`src/rtl/mipsPkg.sv`:
```
package mipsPkg;

    ////////////////////////////////////////////////////////////////////
    // Instruction encodings
    ////////////////////////////////////////////////////////////////////

    // Primary opcodes, instruction bits 31:26
    localparam logic [5:0] OpRType = 6'h00;
    localparam logic [5:0] OpJ     = 6'h02;
    localparam logic [5:0] OpBeq   = 6'h04;
    localparam logic [5:0] OpBne   = 6'h05;
    localparam logic [5:0] OpAddi  = 6'h08;
    localparam logic [5:0] OpLw    = 6'h23;
    localparam logic [5:0] OpSw    = 6'h2b;

    // R-type function codes, bits 5:0
    localparam logic [5:0] FunctAdd = 6'h20;
    localparam logic [5:0] FunctSub = 6'h22;
    localparam logic [5:0] FunctAnd = 6'h24;
    localparam logic [5:0] FunctOr  = 6'h25;
    localparam logic [5:0] FunctSlt = 6'h2a;

    // Operation handed from decode to the ALU
    typedef enum logic [2:0] {
        AluAdd,
        AluSub,
        AluAnd,
        AluOr,
        AluSlt
    } aluOpT;

    ////////////////////////////////////////////////////////////////////
    // Memories and registers
    ////////////////////////////////////////////////////////////////////

    // Word-addressed instruction and data memories
    localparam int ImemDepth    = 256;
    localparam int DmemDepth    = 256;
    localparam int ImemAddrBits = $clog2(ImemDepth);
    localparam int DmemAddrBits = $clog2(DmemDepth);

    // Hardwired zero register
    localparam logic [4:0] RegZero = 5'd0;

endpackage

```
`src/rtl/regFile.sv`:
```
`timescale 1ns/1ps

module regFile (
    input  logic        Clk,
    input  logic        rst,
    input  logic [4:0]  RsAddr,
    input  logic [4:0]  RtAddr,
    input  logic        WeW,
    input  logic [4:0]  WAddr,
    input  logic [31:0] WData,
    output logic [31:0] RsData,
    output logic [31:0] RtData
);
    import mipsPkg::*;

    logic [31:0] regs [32];

    always_ff @(posedge Clk) begin
        if (rst) begin
            for (int i = 0; i < 32; i++) begin
                regs[i] <= 32'd0;
            end
        end else if (WeW && WAddr != RegZero) begin
            regs[WAddr] <= WData;
        end
    end

    // Same-cycle write is seen by the reader
    assign RsData = (RsAddr == RegZero)      ? 32'd0 :
                    (WeW && WAddr == RsAddr) ? WData : regs[RsAddr];
    assign RtData = (RtAddr == RegZero)      ? 32'd0 :
                    (WeW && WAddr == RtAddr) ? WData : regs[RtAddr];

endmodule

```
`config.mk`:
```
export PLATFORM = sky130hd
export DESIGN_NAME = regFile
export DESIGN_NICKNAME = d
export VERILOG_FILES = /design/src/rtl/mipsPkg.sv /design/src/rtl/regFile.sv
export SDC_FILE = /design/constraint.sdc
export NUM_CORES = 2
export LEC_CHECK = 0
export BUFFER_PORTS_ARGS = -buffer_cell sky130_fd_sc_hd__buf_2
export CORE_ASPECT_RATIO = 1.25
export CORE_MARGIN = 2
export CORE_UTILIZATION = 60
export CTS_CLUSTER_DIAMETER = 150
export DETAILED_ROUTE_END_ITERATION = 8
export PLACE_DENSITY = 0.77
export SLEW_MARGIN = 20
export SYNTH_ARGS = -nofsm -noshare
export SYNTH_HDL_FRONTEND = slang
export SYNTH_SLANG_ARGS = --single-unit
export TNS_END_PERCENT = 100
```
`constraint.sdc`:
```
create_clock -name Clk -period 4.5 [get_ports Clk]
set_input_delay 0.675 -clock Clk [delete_from_list [all_inputs] [get_ports Clk]]
set_output_delay 0.675 -clock Clk [all_outputs]
set_load 0.1 [all_outputs]
```
==> results.toml <==
[timing]
slew_viol_final = 0
maxSlewHeadroom_pct = 25.5
tns_ns = 0
hold_viol_final = 0
rsz0062_at_grt = "false"
min_period_ns = 4.28
worst_pin_slew_ns = 1.12
fmax_mhz = 234
setup_viol = 0
post-route-period-util_pct = 95.0

[cells_and_area]
largest_register = "regs"
fin_area_um2 = 61100
finalNetCount = 3835
largest_register_ffs = 1024
reg_top3 = "regs (1024)"
syn_to_final_growth_pct = 11.7
drive_gt1_share_pct = 24.6

[routing]
detail_route.wirelength_mm = 200
remaining_drc_errors = 0
vias = 38800
drt.antenna.violating_nets = 0
post_drt_wl_per_cell_um = 39.4
via_per_inst = 7.66
drt_iter0_drc = 7357
drtPass1Iterations = 8

[clocking]
clockBufferDepth = 3
cts_root_buf = "clkbuf_16"
post-cts-setup-buffers = 0
htreeDepth = 3
cts_num_sinks = 1024
clk_pin_slew_ns = 0.06
cts_tree = "yes"
cts_buffers = 99
cts_hold_buf = 0
cts_resized = 0

[power]
p_seq_share_pct = 48.1
power.leakage_nw = 21.8
comb_power_share_pct = 15.8
powerDensity_nw_per_um2 = 384
clockPowerShare_pct = 36.1
switching_power_w = 0.00646
ir_drop_mv = 0.321
intPower_w = 0.0170
p_sw_share_pct = 27.5

[global_routing]
grt_pass1_vias = 38500
grt_first_pass_wirelength_mm = 278
grt_max_degree = 81
grt_overflow = 0
grt_antenna_before_repair = 21
track_usage_pct = 42.9

[worst_setup_path]
cp-end-kind = "output pin"
worstPathBufferInverterCount = 5
cp-start-kind = "primary input"
crit_type = "primary input to output pin"
critPathTopFamily = "buffers and inverters"
crit_arrival_ns = 3.60
critPathSlowestCell = "a2111oi_0"
cp_common_cell = "buf_4"
cp_max_fo = 23
cp.required_ns = 3.83
worstPathCellList = "buf_8, buf_12, buf_4, buf_4, mux2i_1, o22ai_1, a2111oi_0, a21oi_1, a22o_1, buf_2"
cp_slowest_stage_delay_ns = 0.64

[logic_synthesis]
ys_async_sr_fraction_pct = 0
yosysMostFrequentCell = "edfxtp_1"
synth-seq-cells = 1024
ys_warn_count = 0
synth_flop_cell = "edfxtp_1"
seq_area_frac_synth_pct = 56.2
synth_cell_types = 50
synth_cells = 3740
netlist_top_cells_count = "1024 x edfxtp_1, 994 x and2_1, 388 x mux4_2"
synth_area_per_cell_um2 = 14.6
synth_area_leaders = "edfxtp_1 56%, mux4_2 16%, and2_1 11%, mux2i_1 5.1%, clkbuf_1 2.1%"
yosys.area.top_type = "edfxtp_1"
synth_top_area_share_pct = 56.2
syn-cell-area_um2 = 54700
synth_edf_count = 1024

[hold_path]
min_to = "regs[0][31]$_SDFFCE_PN0P_"
hp-class = "primary input to flip-flop"
hold_path_depth = 1
worstHoldStart = "rst"

[outcome]
status = "complete, no violations"

[placed_design]
dpl_cell_area_um2 = 57800
gp_congestion = 0.906
port-buffer-count = 113
dp_hpwl_mm = 115

[die]
die_w_um = 274
die-area_um2 = 93700
start_util_pct = 60.7
die_h_um = 342
rows = 123
io_pins = 114
core_um2 = 90200

[flow_run]
cap_violations = 0
==> stage by stage <==
step,instances,util [%],power (W),worst slack (ns),hold WS [ns]
floorplan,3771,-,0.0138,0.278,0.873
global placement,4870,64.1,0.0150,0.343,1.10
detailed placement,4870,64.1,0.0151,0.245,1.10
CTS,5053,67.7,0.0233,0.248,0.381
global route,5057,67.7,0.0239,0.158,0.389
finish,5070,67.8,0.0235,0.224,0.401
==> worst max path at each step <==
stage	endpoint	startpoint	cells after the start	slack, ns
after CTS	RtData[19]	RtAddr[0]	10	0.25
final	RtData[19]	RtAddr[0]	10	0.22
after detailed placement	RtData[19]	RtAddr[0]	10	0.25
after floorplan	RsData[10]	RsAddr[2]	7	0.28
after global placement	RtData[23]	RtAddr[0]	7	0.34
after global routing	RtData[19]	RtAddr[0]	10	0.16
==> placed cells by master, fill, tap and decap left out, drive strengths merged, types with 32 or more instances in the layout <==
cell type | synthesis | routed
nor2 | 43 | 43
a22oi | 133 | 133
or2 | 33 | 33
mux2i | 281 | 281
buf | 112 | 327
and2 | 996 | 996
nand2 | 35 | 35
o22ai | 41 | 41
clkinv | 0 | 36
o221ai | 42 | 42
mux4 | 388 | 388
conb | 1 | 32
a21oi | 78 | 78
a22o | 55 | 55
clkbuf | 302 | 132
edfxtp | 1024 | 1024
==> layer usage <==
layer,routed length (um),up-vias,global-route usage (%)
met5,111,-,0
li1,-,14600,-
met2,86500,4115,61.7
met4,16800,12,29.5
met3,34400,1084,17.0
met1,62000,19100,53.5
==> layout make-up <==
type	count	area (um2)
diodes	16	40.0
clock buffers	132	2690
clock inverters	51	519
fillers	6078	29100
inverters	2	7.51
multi-input cells	2331	22600
flip-flops and latches	1024	30700
well taps	1187	1490
repair buffers	327	3010
==> power groups by stage <==
stage               clock [W]  sequential (W)  combinational (W)
floorplan                   0          0.0114            0.00240
global placement            0          0.0114            0.00356
detailed placement          0          0.0115            0.00359
CTS                   0.00842          0.0113            0.00360
global route          0.00880          0.0113            0.00375
finish                0.00847          0.0113            0.00372
==> cells by family after synthesis <==
logic type             after synthesis  synth area share (%)
AO/OA/AOI/OAI                      469                  6.45
other                                1               0.00685
multiplexers                       674                  21.2
AND/OR/NAND/NOR                   1146                  12.7
buffers and inverters              416                  3.23
flip-flops                        1024                  56.2
XOR/XNOR                            10                 0.160
Note: power is estimated with default switching activity, not from simulation.
