[src/rtl/mipsPkg.sv]
package mipsPkg;

    ////////////////////////////////////////////////////////////////////
    // Instruction encodings
    ////////////////////////////////////////////////////////////////////

    // Primary opcodes, instruction bits 31:26
    localparam logic [5:0] OpRType = 6'h00;
    localparam logic [5:0] OpJ     = 6'h02;
    localparam logic [5:0] OpBeq   = 6'h04;
    localparam logic [5:0] OpBne   = 6'h05;
    localparam logic [5:0] OpAddi  = 6'h08;
    localparam logic [5:0] OpLw    = 6'h23;
    localparam logic [5:0] OpSw    = 6'h2b;

    // R-type function codes, bits 5:0
    localparam logic [5:0] FunctAdd = 6'h20;
    localparam logic [5:0] FunctSub = 6'h22;
    localparam logic [5:0] FunctAnd = 6'h24;
    localparam logic [5:0] FunctOr  = 6'h25;
    localparam logic [5:0] FunctSlt = 6'h2a;

    // Operation handed from decode to the ALU
    typedef enum logic [2:0] {
        AluAdd,
        AluSub,
        AluAnd,
        AluOr,
        AluSlt
    } aluOpT;

    ////////////////////////////////////////////////////////////////////
    // Memories and registers
    ////////////////////////////////////////////////////////////////////

    // Word-addressed instruction and data memories
    localparam int ImemDepth    = 256;
    localparam int DmemDepth    = 256;
    localparam int ImemAddrBits = $clog2(ImemDepth);
    localparam int DmemAddrBits = $clog2(DmemDepth);

    // Hardwired zero register
    localparam logic [4:0] RegZero = 5'd0;

endpackage

[src/rtl/decodeStage.sv]
`timescale 1ns/1ps

module decodeStage (
    input  logic                Clk,
    input  logic                rst,
    input  logic [31:0]         InstrD,
    input  logic [31:0]         PcPlus4D,
    input  logic [31:0]         RsData,
    input  logic [31:0]         RtData,
    input  logic                RegWriteE,
    input  logic [4:0]          DstE,
    input  logic                RegWriteM,
    input  logic [4:0]          DstM,
    output logic [4:0]          RsAddr,
    output logic [4:0]          RtAddr,
    output logic                Stall,
    output logic                Redirect,
    output logic [31:0]         RedirectPc,
    output logic                RegWriteE_q,
    output logic                MemWriteE,
    output logic                MemToRegE,
    output logic                AluSrcE,
    output mipsPkg::aluOpT      AluOpE,
    output logic [31:0]         RsValE,
    output logic [31:0]         RtValE,
    output logic [31:0]         ImmE,
    output logic [4:0]          DstE_q
);
    import mipsPkg::*;

    logic [5:0]  opcode;
    logic [5:0]  funct;
    logic [4:0]  rs;
    logic [4:0]  rt;
    logic [4:0]  rd;
    logic [31:0] immExt;

    logic   regWriteD;
    logic   memWriteD;
    logic   memToRegD;
    logic   aluSrcD;
    logic   regDstD;
    logic   branchEqD;
    logic   branchNeD;
    logic   jumpD;
    logic   usesRs;
    logic   usesRt;
    aluOpT  aluOpD;
    logic [4:0] dstD;

    logic takenD;
    logic rsHazard;
    logic rtHazard;

    assign opcode = InstrD[31:26];
    assign rs     = InstrD[25:21];
    assign rt     = InstrD[20:16];
    assign rd     = InstrD[15:11];
    assign funct  = InstrD[5:0];
    assign immExt = {{16{InstrD[15]}}, InstrD[15:0]};
    assign RsAddr = rs;
    assign RtAddr = rt;

    ////////////////////////////////////////////////////////////////////
    // Control decode
    ////////////////////////////////////////////////////////////////////

    always_comb begin
        regWriteD = 1'b0;
        memWriteD = 1'b0;
        memToRegD = 1'b0;
        aluSrcD   = 1'b0;
        regDstD   = 1'b0;
        branchEqD = 1'b0;
        branchNeD = 1'b0;
        jumpD     = 1'b0;
        usesRs    = 1'b0;
        usesRt    = 1'b0;
        aluOpD    = AluAdd;
        case (opcode)
            OpRType: begin
                regDstD = 1'b1;
                usesRs  = 1'b1;
                usesRt  = 1'b1;
                // Unsupported funct codes do not write
                regWriteD = 1'b1;
                case (funct)
                    FunctAdd: aluOpD = AluAdd;
                    FunctSub: aluOpD = AluSub;
                    FunctAnd: aluOpD = AluAnd;
                    FunctOr:  aluOpD = AluOr;
                    FunctSlt: aluOpD = AluSlt;
                    default:  regWriteD = 1'b0;
                endcase
            end
            OpAddi: begin
                regWriteD = 1'b1;
                aluSrcD   = 1'b1;
                usesRs    = 1'b1;
            end
            OpLw: begin
                regWriteD = 1'b1;
                memToRegD = 1'b1;
                aluSrcD   = 1'b1;
                usesRs    = 1'b1;
            end
            OpSw: begin
                memWriteD = 1'b1;
                aluSrcD   = 1'b1;
                usesRs    = 1'b1;
                usesRt    = 1'b1;
            end
            OpBeq: begin
                branchEqD = 1'b1;
                usesRs    = 1'b1;
                usesRt    = 1'b1;
            end
            OpBne: begin
                branchNeD = 1'b1;
                usesRs    = 1'b1;
                usesRt    = 1'b1;
            end
            OpJ:     jumpD = 1'b1;
            default: ;
        endcase
    end

    assign dstD = regDstD ? rd : rt;

    // Branches resolve here without a delay slot
    assign takenD = (branchEqD && RsData == RtData) ||
                    (branchNeD && RsData != RtData);

    assign RedirectPc = jumpD ? {PcPlus4D[31:28], InstrD[25:0], 2'b00}
                              : PcPlus4D + {immExt[29:0], 2'b00};

    // Producers still in execute or memory
    assign rsHazard = usesRs && rs != RegZero &&
                      ((RegWriteE && DstE == rs) || (RegWriteM && DstM == rs));
    assign rtHazard = usesRt && rt != RegZero &&
                      ((RegWriteE && DstE == rt) || (RegWriteM && DstM == rt));

    assign Stall    = rsHazard || rtHazard;
    assign Redirect = !Stall && (takenD || jumpD);

    ////////////////////////////////////////////////////////////////////
    // Decode/execute register
    ////////////////////////////////////////////////////////////////////

    always_ff @(posedge Clk) begin
        if (rst || Stall) begin
            // Bubble
            RegWriteE_q <= 1'b0;
            MemWriteE   <= 1'b0;
            MemToRegE   <= 1'b0;
        end else begin
            RegWriteE_q <= regWriteD && dstD != RegZero;
            MemWriteE   <= memWriteD;
            MemToRegE   <= memToRegD;
        end
    end

    always_ff @(posedge Clk) begin
        AluSrcE <= aluSrcD;
        AluOpE  <= aluOpD;
        RsValE  <= RsData;
        RtValE  <= RtData;
        ImmE    <= immExt;
        DstE_q  <= dstD;
    end

endmodule

[config.mk]
export PLATFORM = sky130hd
export DESIGN_NAME = decodeStage
export DESIGN_NICKNAME = d
export VERILOG_FILES = /design/src/rtl/mipsPkg.sv /design/src/rtl/decodeStage.sv
export SDC_FILE = /design/constraint.sdc
export NUM_CORES = 1
export LEC_CHECK = 0
export CAP_MARGIN = 20
export CORE_AREA = 3 3 113 115
export CTS_CLUSTER_DIAMETER = 40
export DETAILED_ROUTE_END_ITERATION = 8
export DIE_AREA = 0 0 116 118
export DONT_BUFFER_PORTS = 1
export PLACE_DENSITY_LB_ADDON = 0.25
export SETUP_SLACK_MARGIN = 0.2
export SYNTH_ARGS = -nofsm -noshare
export SYNTH_HDL_FRONTEND = slang
export SYNTH_SLANG_ARGS = --single-unit
[constraint.sdc]
create_clock -name Clk -period 5.4 [get_ports Clk]
set_input_delay 0.54 -clock Clk [delete_from_list [all_inputs] [get_ports Clk]]
set_output_delay 0.54 -clock Clk [all_outputs]
set_load 0.02 [all_outputs]
==> summary.txt <==
Cells and area
  – Final nets: 675
  – Share of layout cells above drive strength 1: 7.68%
  – Post-route cell area: 5120 sq um
  – P&R area growth vs syn: 5.49%
  – # diodes: 0
  – Fill cells: 1202

Synthesis
  – Post-synthesis xor/xnor area fraction: 13.9%
  – Post-synth top area share: 38.0%
  – Most numerous cell in the Yosys netlist: dfxtp_1
  – Syn avg cell area: 9.21 sq um
  – Top post-synthesis cells by area: dfxtp_1 38%, xnor2_1 9.2%, ha_1 7.5%
  – Syn Inst Count: 527
  – Post-synthesis compound-gate area fraction: 17.3%
  – Yosys reg bits: 92
  – Mapped Area: 4850 sq um
  – Cell variety after synth: 61
  – Post-synthesis sequential area ratio: 38.0%
  – Post-synthesis simple-gate area fraction: 15.3%
  – Yosys Warn Count: 0
  – Area leader, netlist: dfxtp_1
  – Top FF cell, synth: dfxtp_1
  – Syn Nets: 699
  – Synth top cells by count: 92 x dfxtp_1, 51 x xnor2_1, 46 x a21oi_1
  – Main combinational cell family by area after synthesis: compound AO/OA/AOI/OAI gates
  – Ys async rst share: 0%
  – Mux cell area share after synthesis: 1.81%
  – Adder-cell share of the synthesized area: 7.89%
  – EDFF count, synth: 0

STA
  – RSZ-0062 raised after global routing: false
  – Hold WS: 0.221 ns
  – Slew Limit Fails: 0
  – Final setup fails: 0
  – Setup TNS: 0 ns
  – Fmax: 263 MHz
  – Pin slew with the least headroom to its limit: 0.950 ns
  – Final hold violation count: 0
  – Slew HR: 36.9%
  – Crit path time final: 3.80 ns
  – Ratio of final minimum period to clock period: 70.4%

Worst hold path
  – Hold Path Class: primary input to register

Drt
  – Antenna Nets Post-Route: 0
  – DRT Pass-1 Iters: 5
  – Post-route DRC: 0
  – Initial drt markers: 235
  – Vias: 3748
  – Final WL: 14300 um
  – Wire per inst: 21.8 um
  – Vias/cell: 5.72

CTS
  – Worst-path clk slew: 0.07 ns
  – CTS Buffer Depth: 2
  – CTS buffer count: 9
  – Resized cells post-CTS: 0
  – Root Buffer: clkbuf_16
  – Clock sink total: 92
  – # Post-CTS Setup Buffers: 0
  – CTS Hold Bufs: 0
  – CTS H-tree lvls: 3
  – CTS tree: yes

Setup path
  – Startpoint types: primary input
  – Crit path kind: primary input to primary output
  – CP max FO: 6
  – WP data arrival: 3.26 ns
  – Critical path required time: 4.86 ns
  – Crit end category: primary output

Floorplanning
  – Die Y: 118 um
  – Core box area: 11900 sq um
  – Io pins: 294
  – FP Rows: 40
  – Die area: 13700 sq um
  – Die Span X: 116 um
  – Initial Utilization: 40.7%

Place
  – I/O Buffers: 0
  – Hpwl dp: 11600 um
  – Routability Congestion: 0.860
  – Dpl cell area: 4840 sq um

Global route
  – Largest net degree at the start of global routing: 37
  – Initial antenna violation count: 0
  – First-pass GRT wire length: 21100 um
  – GRT overflow: 0
  – Number of global-route vias before repair: 3768
  – GRT Total Usage: 19.9%

Pwr
  – LEAKAGE: 2.03 nW
  – Maximum resistive drop on vdd: 0.133 mV
  – Power density cells: 341 nW/um^2

Flow run
  – Max_cap viols: 0

Run status
  – Status: finished clean
stage by stage:
stage | util [%] | power [mW] | cells | setup WS (ns)
after floorplan | - | 1.11 | 527 | 1.89
after global placement | 40.4 | 1.15 | 638 | 1.62
after detailed placement | 40.6 | 1.15 | 639 | 1.59
after CTS | 43.0 | 1.76 | 655 | 1.57
after global routing | 43.0 | 1.83 | 655 | 1.39
final | 43.0 | 1.75 | 655 | 1.60
logic make-up (layout without fill, tap and decap cells):
| logic type | Yosys count | after routing |
|---|---|---|
| muxes | 8 | 8 |
| xor gates and xnor gates | 77 | 77 |
| adders and majority gates | 30 | 30 |
| DFF | 92 | 92 |
| and+or+nand+nor | 142 | 142 |
| buffers and inverters | 49 | 30 |
| AOI/OAI and AO/OA | 129 | 129 |
critical path, stage by stage:
cell      delay, ns
ha_1           0.23
fa_1           0.41
a21oi_1        0.24
o211ai_2       0.18
a21o_2         0.26
a31oi_1        0.28
o211ai_1       0.18
a221oi_2       0.30
xor2_1         0.09
o21ai_0        0.55
power breakdown:
part | total [mW] | switching, mW | internal, mW | leakage, nW
registers | 0.781 | 0.0679 | 0.713 | 0.774
logic | 0.356 | 0.220 | 0.136 | 1.13
clock network | 0.608 | 0.290 | 0.318 | 0.130
cell type report:
cell class / instances / area (sq um) / share of cell area, %
clock buffer: 9 / 225 / 4.40
timing repair buffer: 2 / 35.0 / 0.684
tap: 147 / 184 / 3.59
inverter: 12 / 45.0 / 0.880
clock inverter: 7 / 56.3 / 1.10
multi-input combinational: 386 / 2730 / 53.3
sequential: 92 / 1850 / 36.1
sequential cells by signal (all words and copies together), names as in the netlist:
signal and flops:
RtValE 32, AluSrcE 1, MemWriteE 1, RsValE 32, AluOpE 3, RegWriteE_q 1
ImmE 16, MemToRegE 1, DstE_q 5
cells in the final DEF, fill, tap and decap left out, types with 5 or more instances in the layout:
master     instances
a211oi_1           5
a21o_1            13
a21oi_1           46
and3_1             9
clkbuf_16          9
dfxtp_1           91
ha_1              29
inv_1             12
mux2_2             6
nand2_1           29
nand3_1           16
nand4_1           12
nor2_1            32
nor3_1             5
nor4_1             7
o21a_1             5
o21ai_0           26
o21bai_1           6
xnor2_1           51
xor2_1            26
final timing paths:
kind | startpoint | end | slack [ns] | depth (start not counted)
worst max-delay path | InstrD[0] | RedirectPc[30] | 1.60 | 10
worst min-delay path | RtData[1] | RtValE[1]$_DFF_P_ | 0.22 | 0
metal layers:
layer / track usage [%] / vias to the layer above / part of all wire, %
met5: 0 / - / 0.084
met4: 5.95 / 2 / 2.0
met3: 7.25 / 20 / 10
met2: 35.2 / 189 / 51
met1: 21.8 / 1727 / 37
li1: - / 1810 / -
Note: power is estimated with default switching activity, not from simulation.
