### config.mk
export PLATFORM = sky130hd
export DESIGN_NAME = executeStage
export DESIGN_NICKNAME = d
export VERILOG_FILES = /design/src/rtl/mipsPkg.sv /design/src/rtl/executeStage.sv
export SDC_FILE = /design/constraint.sdc
export NUM_CORES = 1
export LEC_CHECK = 0
export ABC_CLOCK_PERIOD_IN_PS = 4080
export BUFFER_PORTS_ARGS = -buffer_cell sky130_fd_sc_hd__buf_2
export CAP_MARGIN = 20
export CORE_AREA = 5 5 125 127
export DETAILED_ROUTE_END_ITERATION = 10
export DIE_AREA = 0 0 130 132
export PLACE_DENSITY_LB_ADDON = 0.25
export SETUP_SLACK_MARGIN = 0.05
export SLEW_MARGIN = 20
export SYNTH_ARGS = -nofsm -noshare
export SYNTH_HDL_FRONTEND = slang
export SYNTH_SLANG_ARGS = --single-unit
### constraint.sdc
create_clock -name Clk -period 4.08 [get_ports Clk]
set_clock_uncertainty 0.2 [all_clocks]
set_input_delay 0.816 -clock Clk [delete_from_list [all_inputs] [get_ports Clk]]
set_output_delay 0.816 -clock Clk [all_outputs]
set_load 0.01 [all_outputs]
### src/rtl/mipsPkg.sv
package mipsPkg;

    ////////////////////////////////////////////////////////////////////
    // Instruction encodings
    ////////////////////////////////////////////////////////////////////

    // Primary opcodes, instruction bits 31:26
    localparam logic [5:0] OpRType = 6'h00;
    localparam logic [5:0] OpJ     = 6'h02;
    localparam logic [5:0] OpBeq   = 6'h04;
    localparam logic [5:0] OpBne   = 6'h05;
    localparam logic [5:0] OpAddi  = 6'h08;
    localparam logic [5:0] OpLw    = 6'h23;
    localparam logic [5:0] OpSw    = 6'h2b;

    // R-type function codes, bits 5:0
    localparam logic [5:0] FunctAdd = 6'h20;
    localparam logic [5:0] FunctSub = 6'h22;
    localparam logic [5:0] FunctAnd = 6'h24;
    localparam logic [5:0] FunctOr  = 6'h25;
    localparam logic [5:0] FunctSlt = 6'h2a;

    // Operation handed from decode to the ALU
    typedef enum logic [2:0] {
        AluAdd,
        AluSub,
        AluAnd,
        AluOr,
        AluSlt
    } aluOpT;

    ////////////////////////////////////////////////////////////////////
    // Memories and registers
    ////////////////////////////////////////////////////////////////////

    // Word-addressed instruction and data memories
    localparam int ImemDepth    = 256;
    localparam int DmemDepth    = 256;
    localparam int ImemAddrBits = $clog2(ImemDepth);
    localparam int DmemAddrBits = $clog2(DmemDepth);

    // Hardwired zero register
    localparam logic [4:0] RegZero = 5'd0;

endpackage

### src/rtl/executeStage.sv
`timescale 1ns/1ps

module executeStage (
    input  logic           Clk,
    input  logic           rst,
    input  logic           RegWriteE,
    input  logic           MemWriteE,
    input  logic           MemToRegE,
    input  logic           AluSrcE,
    input  mipsPkg::aluOpT AluOpE,
    input  logic [31:0]    RsValE,
    input  logic [31:0]    RtValE,
    input  logic [31:0]    ImmE,
    input  logic [4:0]     DstE,
    output logic           RegWriteM,
    output logic           MemWriteM,
    output logic           MemToRegM,
    output logic [31:0]    AluResM,
    output logic [31:0]    StoreDataM,
    output logic [4:0]     DstM
);
    import mipsPkg::*;

    logic [31:0] srcB;
    logic [31:0] aluRes;

    assign srcB = AluSrcE ? ImmE : RtValE;

    always_comb begin
        case (AluOpE)
            AluSub:  aluRes = RsValE - srcB;
            AluAnd:  aluRes = RsValE & srcB;
            AluOr:   aluRes = RsValE | srcB;
            // Signed compare
            AluSlt:  aluRes = {31'd0, $signed(RsValE) < $signed(srcB)};
            default: aluRes = RsValE + srcB;
        endcase
    end

    ////////////////////////////////////////////////////////////////////
    // Execute/memory register
    ////////////////////////////////////////////////////////////////////

    always_ff @(posedge Clk) begin
        if (rst) begin
            RegWriteM <= 1'b0;
            MemWriteM <= 1'b0;
        end else begin
            RegWriteM <= RegWriteE;
            MemWriteM <= MemWriteE;
        end
    end

    always_ff @(posedge Clk) begin
        MemToRegM  <= MemToRegE;
        AluResM    <= aluRes;
        StoreDataM <= RtValE;
        DstM       <= DstE;
    end

endmodule

==> run_results.csv, run 1 <==
group,metric,value,unit
setup_path,cp_max_fo,14,
hold_path,holdPathEnd,"DstM[1]$_DFF_P_",
logic_synthesis,syn_area,6860,sq um
power,p_int,1.84,mW
placement,dp.cells,1329,
logic_synthesis,syn_nets,1106,
routing,avgRoutedWirePerCell,16.9,microns
routing,top_layer_used,"met4",
outcome,status,"finished, final reports clean",
cells_and_area,instances_no_fill,1347,
setup_path,critPathSlowestCell,"o31ai_1",
die,coreArea,14300,sq um
setup_path,critPathLaunchType,"primary input",
placement,portBuffers,181,
setup_path,cp.arrival,3.91,ns
routing,dr.pass1.iters,5,
logic_synthesis,async_reset_ff_frac,0,
power,p_leak,4.64,nW
cells_and_area,utilization,0.630,
power,ir_worst_vdd,0.000201,V
clock_tree,ctsLongestPathBuffers,2,
cells_and_area,final_nets,1372,
logic_synthesis,synth.most_common_cell,"ha_1",
hold_path,hold_path.class,"primary input to flop",
cells_and_area,drive_gt1_frac,0.289,
power,p_comb_frac,0.440,
logic_synthesis,yosysTopAreaCell,"dfxtp_1",
logic_synthesis,yosys-top-cells-count,"ha_1, inv_1, nor2_1, dfxtp_1, nand2_1",
die,die_w,130,microns
routing,drt-met1-wl,9450,microns
logic_synthesis,synth_seq_area_share,0.210,
routing,wl_met2,10900,microns
logic_synthesis,synth.top_cell.area_share,0.210,
timing,holdWs,0.360,ns
setup_path,path_cells,"buf_2 > buf_12 > mux2i_1 > ha_1 > nor2_1 > a211oi_1 > buf_4 > a21oi_2 > buf_4 > o211ai_1 > a31oi_2 > a31oi_2 > o31ai_1 > o221a_1 > o21ai_1",
timing,min_period,3.86,ns
placement,place.detailed.hpwl,18100,microns
clock_tree,cts.sinks,72,
timing,timing.final.hold_violations,0,
die,io-pin-count,182,
die,rows,44,
grt,grt_max_degree,25,
clock_tree,cts_buffers,9,
setup_path,endpoint_kind,"flop",
power,p_seq_frac,0.278,
routing,post-route-drc-count,0,
setup_path,worstSetupPathType,"primary input to flop",
setup_path,startpoint,"AluSrcE",
clock_tree,path_clk_slew,0.07,ns
power,power_density,327,nW/um^2
grt,groute.usage.overall,0.258,
hold_path,hold_start,"DstE[1]",
setup_path,worst-path-buf-inv,4,
timing,rsz0062_at_grt,"true",
power,switching_share,0.375,
die,dieHeight,132,microns
hold_path,min_path_cells,1,
job,cap_violations,0,
die,dieArea,17200,sq um
logic_synthesis,yosys_warnings,0,
power,p_clk_frac,0.282,
routing,met3_length,1570,microns
placement,placed_area,8690,sq um
grt,overflow,0,
logic_synthesis,ys_ff_latch,72,
placement,gp_congestion,0.987,
setup_path,required,4.13,ns
cells_and_area,syn2layout_area_growth,31.6,%
timing,setup_tns,0,ns
clock_tree,root_buffer,"clkbuf_16",
logic_synthesis,synthTopCellsByArea,"dfxtp_1, ha_1, inv_1, mux2i_1, a21oi_1",
timing,period_share,0.946,
timing,max_slew_margin,0.351,
logic_synthesis,synth_cells,891,
power,p_sw,1.11,mW
routing,detail-route-antenna-nets,0,
logic_synthesis,post_synth_num_cell_types,69,
timing,drv_slew,0,
clock_tree,cts_tree,"yes",
logic_synthesis,synth-main-ff-cell,"dfxtp_1",
timing,tightestPinTransition,0.968,ns
routing,via_per_inst,5.61,
routing,num_vias,7557,
cells_and_area,fin_area,9020,sq um
setup_path,crit_family,"compound AO/OA/AOI/OAI gates",
clock_tree,htreeDepth,3,
logic_synthesis,synth-edff-count,0,
grt,grt_pass1_vias,7225,
timing,max_freq,259,MHz
grt,antenna_found_initial,1,
die,start_util,0.479,
logic_synthesis,avgSynthCellArea,7.70,sq um
routing,routed_wl,22800,microns
setup_path,critPathMaxStageDelay,0.37,ns
timing,setup_viol,0,
grt,grt_first_pass_wirelength,35700,microns
routing,detail_route.iter0.violations,660,
## sequential cells by signal (all words and copies together), names as in the netlist
| name | flops |
|---|---|
| MemWriteM | 1 |
| MemToRegM | 1 |
| DstM | 5 |
| StoreDataM | 32 |
| AluResM | 32 |
| RegWriteM | 1 |
## power groups by stage
stage          Combinational (mW)  Clock, mW  Sequential [mW]
2_1_floorplan               0.708          0            0.883
3_3_place_gp                 1.26          0            0.832
3_5_place_dp                 1.27          0            0.834
4_1_cts                      1.28      0.846            0.820
5_1_grt                      1.42      0.873            0.826
6_report                     1.30      0.831            0.819
## cell families after synthesis
family / Yosys count / synth area share
AOI/OAI and AO/OA: 279 / 0.277
xor gates and xnor gates: 16 / 0.0204
adders and majority gates: 105 / 0.194
buffers and inverters: 136 / 0.0774
DFF: 72 / 0.210
muxes: 38 / 0.0558
and+or+nand+nor: 245 / 0.165
## per-stage QoR
stage / setup WS (ns) / power, mW
floorplan: 0.0596 / 1.59
global placement: -0.0722 / 2.09
CTS: 0.225 / 2.94
detailed placement: -0.130 / 2.10
global route: 0.000882 / 3.12
finish: 0.219 / 2.95
## layout make-up
cell class              instances  area [sq um]
diodes                          1          2.50
clock buffers                   9           225
clock inverters                 7          78.8
fillers                      1349          5290
inverters                      99           372
multi-input cells             683          4920
flip-flops and latches         72          1440
well taps                     184           230
repair buffers                292          1750
## worst max-delay path by stage
stage                          end  slack, ns  cells after the start
4_1_cts        AluResM[24]$_DFF_P_       0.22                     14
6_report       AluResM[27]$_DFF_P_       0.22                     15
5_1_grt        AluResM[24]$_DFF_P_     0.0009                     15
3_3_place_gp   AluResM[24]$_DFF_P_      -0.07                     14
3_5_place_dp   AluResM[29]$_DFF_P_      -0.13                     14
2_1_floorplan  AluResM[29]$_DFF_P_       0.06                     12
## per-layer routing
layer  global-route usage  vias up
met5                    0        -
met4                0.121        0
met3               0.0312       67
met2                0.439      354
met1                0.321     3440
li1                     -     3696
## cells in the final DEF, fill, tap and decap left out, types with 9 or more instances in the layout
cell,count
nor3_1,18
o22ai_1,11
o211ai_1,22
nand3_1,11
xnor2_1,9
nand2b_1,11
nor2b_1,15
o21bai_1,12
a221oi_1,15
dfxtp_1,72
mux2i_1,36
ha_1,103
a21oi_1,66
o21ai_0,53
clkbuf_16,9
nor2_1,80
buf_2,181
nand2_1,71
a21o_1,10
buf_4,110
and2_1,9
inv_1,98
o221ai_1,9
o21a_1,10
## what timing repair did
item                                    4_1_cts  5_1_grt
hold endpoints to repair                      0        0
endpoints found under the setup margin        0        4
resized for setup                             0        2
buffers inserted                              0        1
hold buffers                                  0        0
(Power assumes the default switching activity.)
==> run 2, diff against run 1 <==
--- a/config.mk
+++ b/config.mk
@@ -8,11 +8,13 @@
 export ABC_CLOCK_PERIOD_IN_PS = 4080
 export BUFFER_PORTS_ARGS = -buffer_cell sky130_fd_sc_hd__buf_2
 export CAP_MARGIN = 20
-export CORE_AREA = 5 5 125 127
+export CORE_AREA = 2 2 122 124
 export DETAILED_ROUTE_END_ITERATION = 10
-export DIE_AREA = 0 0 130 132
+export DIE_AREA = 0 0 124 126
 export PLACE_DENSITY_LB_ADDON = 0.25
 export SETUP_SLACK_MARGIN = 0.05
+export SKIP_CTS_REPAIR_TIMING = 1
+export SKIP_LAST_GASP = 1
 export SLEW_MARGIN = 20
 export SYNTH_ARGS = -nofsm -noshare
 export SYNTH_HDL_FRONTEND = slang
==> run 2 against run 1 <==
  * Utilization is 0.24 points higher
  * Global-route usage increased by 2.8 points
  * Critical path depth down 2
  * Via count rose by 0.36%
  * Worst setup slack improved by 0.089 ns
  * Largest cell class unchanged
  * Largest power group unchanged
==> run_results.csv, run 2 (synthesized netlist as in run 1, its figures left out) <==
group,metric,value,unit
outcome,status,"finished, final reports clean",
die,dieArea,15600,sq um
placement,gp_congestion,0.992,
power,p_seq_frac,0.281,
routing,via_per_inst,5.61,
die,rows,44,
die,die_w,124,microns
routing,post-route-drc-count,0,
power,p_clk_frac,0.270,
clock_tree,cts_tree,"yes",
clock_tree,cts.sinks,72,
setup_path,cp.depth,13,
routing,num_vias,7584,
cells_and_area,instances_no_fill,1353,
routing,detail_route.iter0.violations,672,
die,dieHeight,126,microns
setup_path,worstSetupPathType,"primary input to flop",
setup_path,required,4.12,ns
die,io-pin-count,182,
power,power_density,322,nW/um^2
setup_path,endpoint_kind,"flop",
timing,min_period,3.77,ns
die,coreArea,14300,sq um
hold_path,hold_path.class,"primary input to flop",
routing,routed_wl,22400,microns
power,total_power,2.92,mW
timing,tightestPinTransition,0.647,ns
power,p_int,1.80,mW
timing,period_share,0.924,
power,ir_worst_vdd,0.000308,V
setup_path,critPathSlowestCell,"a221o_1",
setup_path,startpoint,"AluSrcE",
setup_path,crit_family,"compound AO/OA/AOI/OAI gates",
placement,place.detailed.hpwl,17800,microns
cells_and_area,top_regs,"AluResM (32), StoreDataM (32), DstM (5)",
power,p_sw,1.12,mW
routing,dr.pass1.iters,5,
setup_path,path_cells,"buf_2 > buf_12 > mux2i_1 > ha_1 > nand2b_1 > nand2b_1 > a221o_1 > o211ai_2 > a221oi_2 > o21ai_2 > nor3_1 > mux2_1 > a221o_1",
setup_path,critPathMaxStageDelay,0.36,ns
power,switching_share,0.384,
clock_tree,htreeDepth,3,
placement,portBuffers,181,
grt,groute.usage.overall,0.286,
timing,timing.final.hold_violations,0,
grt,grt_first_pass_wirelength,35300,microns
setup_path,cp_max_fo,15,
clock_tree,path_clk_slew,0.07,ns
cells_and_area,final_cell_mix,"buf_2, buf_4, ha_1",
routing,detail-route-antenna-nets,0,
power,p_comb_frac,0.449,
cells_and_area,drive_gt1_frac,0.294,
timing,max_slew_margin,0.567,
die,start_util,0.479,
clock_tree,ctsLongestPathBuffers,2,
clock_tree,root_buffer,"clkbuf_16",
grt,antenna_found_initial,0,
cells_and_area,final_common_cell,"buf_2",
power,p_leak,4.65,nW
setup_path,critPathLaunchType,"primary input",
cells_and_area,syn2layout_area_growth,32.1,%
grt,overflow,0,
grt,grt_pass1_vias,7223,
routing,avgRoutedWirePerCell,16.5,microns
timing,drv_slew,0,
cells_and_area,final_nets,1379,
grt,grt_max_degree,23,
timing,rsz0062_at_grt,"false",
setup_path,worst-path-buf-inv,2,
timing,max_freq,265,MHz
cells_and_area,diodes,0,
setup_path,cp.arrival,3.81,ns
timing,setup_viol,0,
placement,dp.cells,1337,
clock_tree,cts_buffers,9,
setup_path,crit_end,"AluResM[29]$_DFF_P_",
job,cap_violations,0,
## run 2: cell count changes in the layout (fill, tap and decap cells not counted), moves of 2 or more
| cell | before | now |
|---|---|---|
| buf_4 | 110 | 116 |
| clkinv_4 | 3 | 1 |
| clkinvlp_4 | 0 | 2 |
| mux2i_1 | 36 | 34 |
| mux2i_2 | 0 | 2 |
## run 2: per-stage QoR
| step | util | hold slack [ns] | setup TNS (ns) | setup WS [ns] | cell area [sq um] |
|---|---|---|---|---|---|
| 2_1_floorplan | - | 0.644 | 0 | 0.0596 | 6870 |
| 3_5_place_dp | 0.612 | 0.720 | -0.121 | -0.0567 | 8760 |
| 4_1_cts | 0.632 | 0.354 | 0 | 0.292 | 9050 |
| 3_3_place_gp | 0.612 | 0.719 | -0.00177 | -0.00177 | 8760 |
| 5_1_grt | 0.633 | 0.346 | 0 | 0.0713 | 9060 |
| 6_report | 0.633 | 0.361 | 0 | 0.309 | 9060 |
## run 2: routing by layer
layer,global-route usage,share of wire,wire length (microns)
met5,0,0,0
met4,0.104,0.034,763
met3,0.0498,0.061,1370
met2,0.489,0.48,10800
met1,0.357,0.42,9470
## run 2: worst min-delay path by stage
stage	slack (ns)	startpoint	cells past startpoint	end
final	0.36	MemToRegE	1	MemToRegM$_DFF_P_
after global placement	0.72	DstE[4]	1	DstM[4]$_DFF_P_
after global routing	0.35	DstE[4]	1	DstM[4]$_DFF_P_
after detailed placement	0.72	DstE[3]	1	DstM[3]$_DFF_P_
after floorplan	0.64	DstE[0]	0	DstM[0]$_DFF_P_
after CTS	0.35	DstE[3]	1	DstM[3]$_DFF_P_
## run 2: layout make-up
class                           count  area (sq um)
Inverter                           99           372
Tap cell                          184           230
Fill cell                        1331          5260
Timing Repair Buffer              299          1820
Multi-Input combinational cell    683          4910
Clock buffer                        9           225
Sequential cell                    72          1440
Clock inverter                      7          61.3
## run 2: power by group through the flow
stage                     combinational (mW)  sequential, mW  clock, mW
final                                   1.31           0.819      0.788
after global placement                  1.27           0.832          0
after floorplan                        0.708           0.883          0
after detailed placement                1.28           0.835          0
after CTS                               1.29           0.820      0.798
after global routing                    1.43           0.828      0.834
==> run 3, diff against run 2 <==
--- a/config.mk
+++ b/config.mk
@@ -8,9 +8,10 @@
 export ABC_CLOCK_PERIOD_IN_PS = 4080
 export BUFFER_PORTS_ARGS = -buffer_cell sky130_fd_sc_hd__buf_2
 export CAP_MARGIN = 20
-export CORE_AREA = 2 2 122 124
+export CORE_AREA = 2 2 121 123
+export CTS_BUF_LIST = sky130_fd_sc_hd__clkbuf_4
 export DETAILED_ROUTE_END_ITERATION = 10
-export DIE_AREA = 0 0 124 126
+export DIE_AREA = 0 0 123 125
 export PLACE_DENSITY_LB_ADDON = 0.25
 export SETUP_SLACK_MARGIN = 0.05
 export SKIP_CTS_REPAIR_TIMING = 1
==> run 3 against run 2 <==
  * Fmax increased by 0.47%
  * Hold slack got worse by 0.15 ns
  * Combinational power about the same
  * Flip-flop and latch count unchanged
  * Wire length increased by 1.7%
  * Count of clock-buffer cells in the layout unchanged
  * Sequential power about the same
  * Highest routed layer unchanged
==> run_results.csv, run 3 (synthesized netlist as in run 1, its figures left out) <==
group,metric,value,unit
clock_tree,root_buffer,"clkbuf_4",
cells_and_area,instances_no_fill,1352,
die,rows,44,
routing,num_vias,7653,
timing,min_period,3.75,ns
grt,grt-busiest-layer,"met2",
die,io-pin-count,182,
setup_path,worstSetupPathType,"primary input to flop",
timing,setup_tns,0,ns
setup_path,critPathSlowestCell,"fa_1",
grt,grt_first_pass_wirelength,35900,microns
grt,grt_use_met3,0.0465,
cells_and_area,fin_area,8900,sq um
power,p_sw,1.10,mW
routing,avgRoutedWirePerCell,16.8,microns
grt,grtUsageMet1,0.371,
routing,dr.pass1.iters,9,
clock_tree,ctsLongestPathBuffers,2,
clock_tree,cts_tree,"yes",
grt,grt_max_degree,25,
setup_path,path_cells,"buf_2 > buf_12 > mux2i_1 > buf_4 > inv_1 > fa_1 > o21bai_1 > a211oi_1 > o211ai_1 > a21oi_2 > o221ai_2 > a21oi_1 > o21ai_1 > xor2_1 > o221ai_1",
setup_path,crit_family,"compound AO/OA/AOI/OAI gates",
job,cap_violations,0,
clock_tree,htreeDepth,3,
power,switching_share,0.422,
cells_and_area,num-fill-cells,1345,
power,total_power,2.61,mW
timing,max_freq,266,MHz
power,p_seq_frac,0.314,
cells_and_area,multi_input_area,4920,sq um
timing,drv_slew,0,
die,dieArea,15400,sq um
setup_path,critPathMaxStageDelay,0.43,ns
power,p_clk_frac,0.182,
outcome,status,"finished, final reports clean",
grt,overflow,0,
routing,post-route-drc-count,0,
timing,timing.final.hold_violations,0,
placement,portBuffers,181,
power,p_comb_frac,0.504,
routing,via_per_inst,5.66,
grt,antenna_found_initial,1,
timing,period_share,0.920,
clock_tree,cts_buffers,9,
clock_tree,path_clk_slew,0.16,ns
setup_path,endpoint_kind,"flop",
grt,grt_pass1_vias,7312,
cells_and_area,final_common_cell,"buf_2",
grt,groute.usage.overall,0.295,
setup_path,cp.arrival,3.93,ns
setup_path,worst-path-buf-inv,4,
power,ir_worst_vdd,0.000159,V
timing,setup_viol,0,
setup_path,required,4.26,ns
placement,dp.cells,1335,
timing,tightestPinTransition,0.783,ns
cells_and_area,top_regs,"AluResM (32), StoreDataM (32), DstM (5)",
setup_path,cp.depth,15,
cells_and_area,utilization,0.626,
routing,routed_wl,22800,microns
routing,detail-route-antenna-nets,0,
cells_and_area,drive_gt1_frac,0.292,
placement,placed_area,8770,sq um
cells_and_area,final_nets,1377,
cells_and_area,final_cell_mix,"buf_2, buf_4, ha_1",
clock_tree,cts.sinks,72,
die,dieHeight,125,microns
hold_path,hold_path.class,"primary input to flop",
die,start_util,0.483,
cells_and_area,syn2layout_area_growth,29.8,%
power,p_int,1.51,mW
routing,detail_route.iter0.violations,762,
hold_path,min_path_cells,1,
setup_path,critPathLaunchType,"primary input",
placement,place.detailed.hpwl,18000,microns
die,die_w,123,microns
power,power_density,293,nW/um^2
timing,rsz0062_at_grt,"false",
die,coreArea,14200,sq um
cells_and_area,seq_area,1440,sq um
placement,gp_congestion,1.04,
grt,use_met2,0.500,
power,p_leak,4.58,nW
setup_path,cp_max_fo,12,
timing,max_slew_margin,0.477,
## run 3: cell count changes in the layout (fill, tap and decap cells not counted), moves of 2 or more
cell / delta
buf_4: -2
clkbuf_16: -9
clkbuf_4: +9
mux2i_1: +2
mux2i_2: -2
## run 3: routing by layer
metal / wire length (microns) / share of wire
met1: 9560 / 0.42
met3: 1740 / 0.076
met4: 750 / 0.033
met2: 10700 / 0.47
met5: 0 / 0
## run 3: power by group through the flow
stage / clock [mW] / combinational [mW] / sequential, mW
floorplan: 0 / 0.708 / 0.883
global placement: 0 / 1.28 / 0.833
detailed placement: 0 / 1.29 / 0.837
CTS: 0.488 / 1.30 / 0.821
global route: 0.517 / 1.43 / 0.828
finish: 0.475 / 1.31 / 0.820
## run 3: layout make-up
cell class	count	share of cell area
Inverter	99	0.0418
Antenna cell	1	0.000281
Clock buffer	9	0.00759
Sequential cell	72	0.162
Timing Repair Buffer	297	0.202
Multi-Input combinational cell	683	0.553
Tap cell	184	0.0259
Clock inverter	7	0.00689
## run 3: worst paths after layout
check / from / endpoint / slack [ns]
worst max-delay path: AluSrcE / AluResM[24]$_DFF_P_ / 0.33
worst min-delay path: RtValE[10] / StoreDataM[10]$_DFF_P_ / 0.21
## run 3: stage by stage
step                hold WS [ns]  setup slack, ns
finish                     0.213            0.326
global route               0.176            0.247
CTS                        0.188            0.443
detailed placement         0.721          -0.0763
global placement           0.719          -0.0347
floorplan                  0.644           0.0596
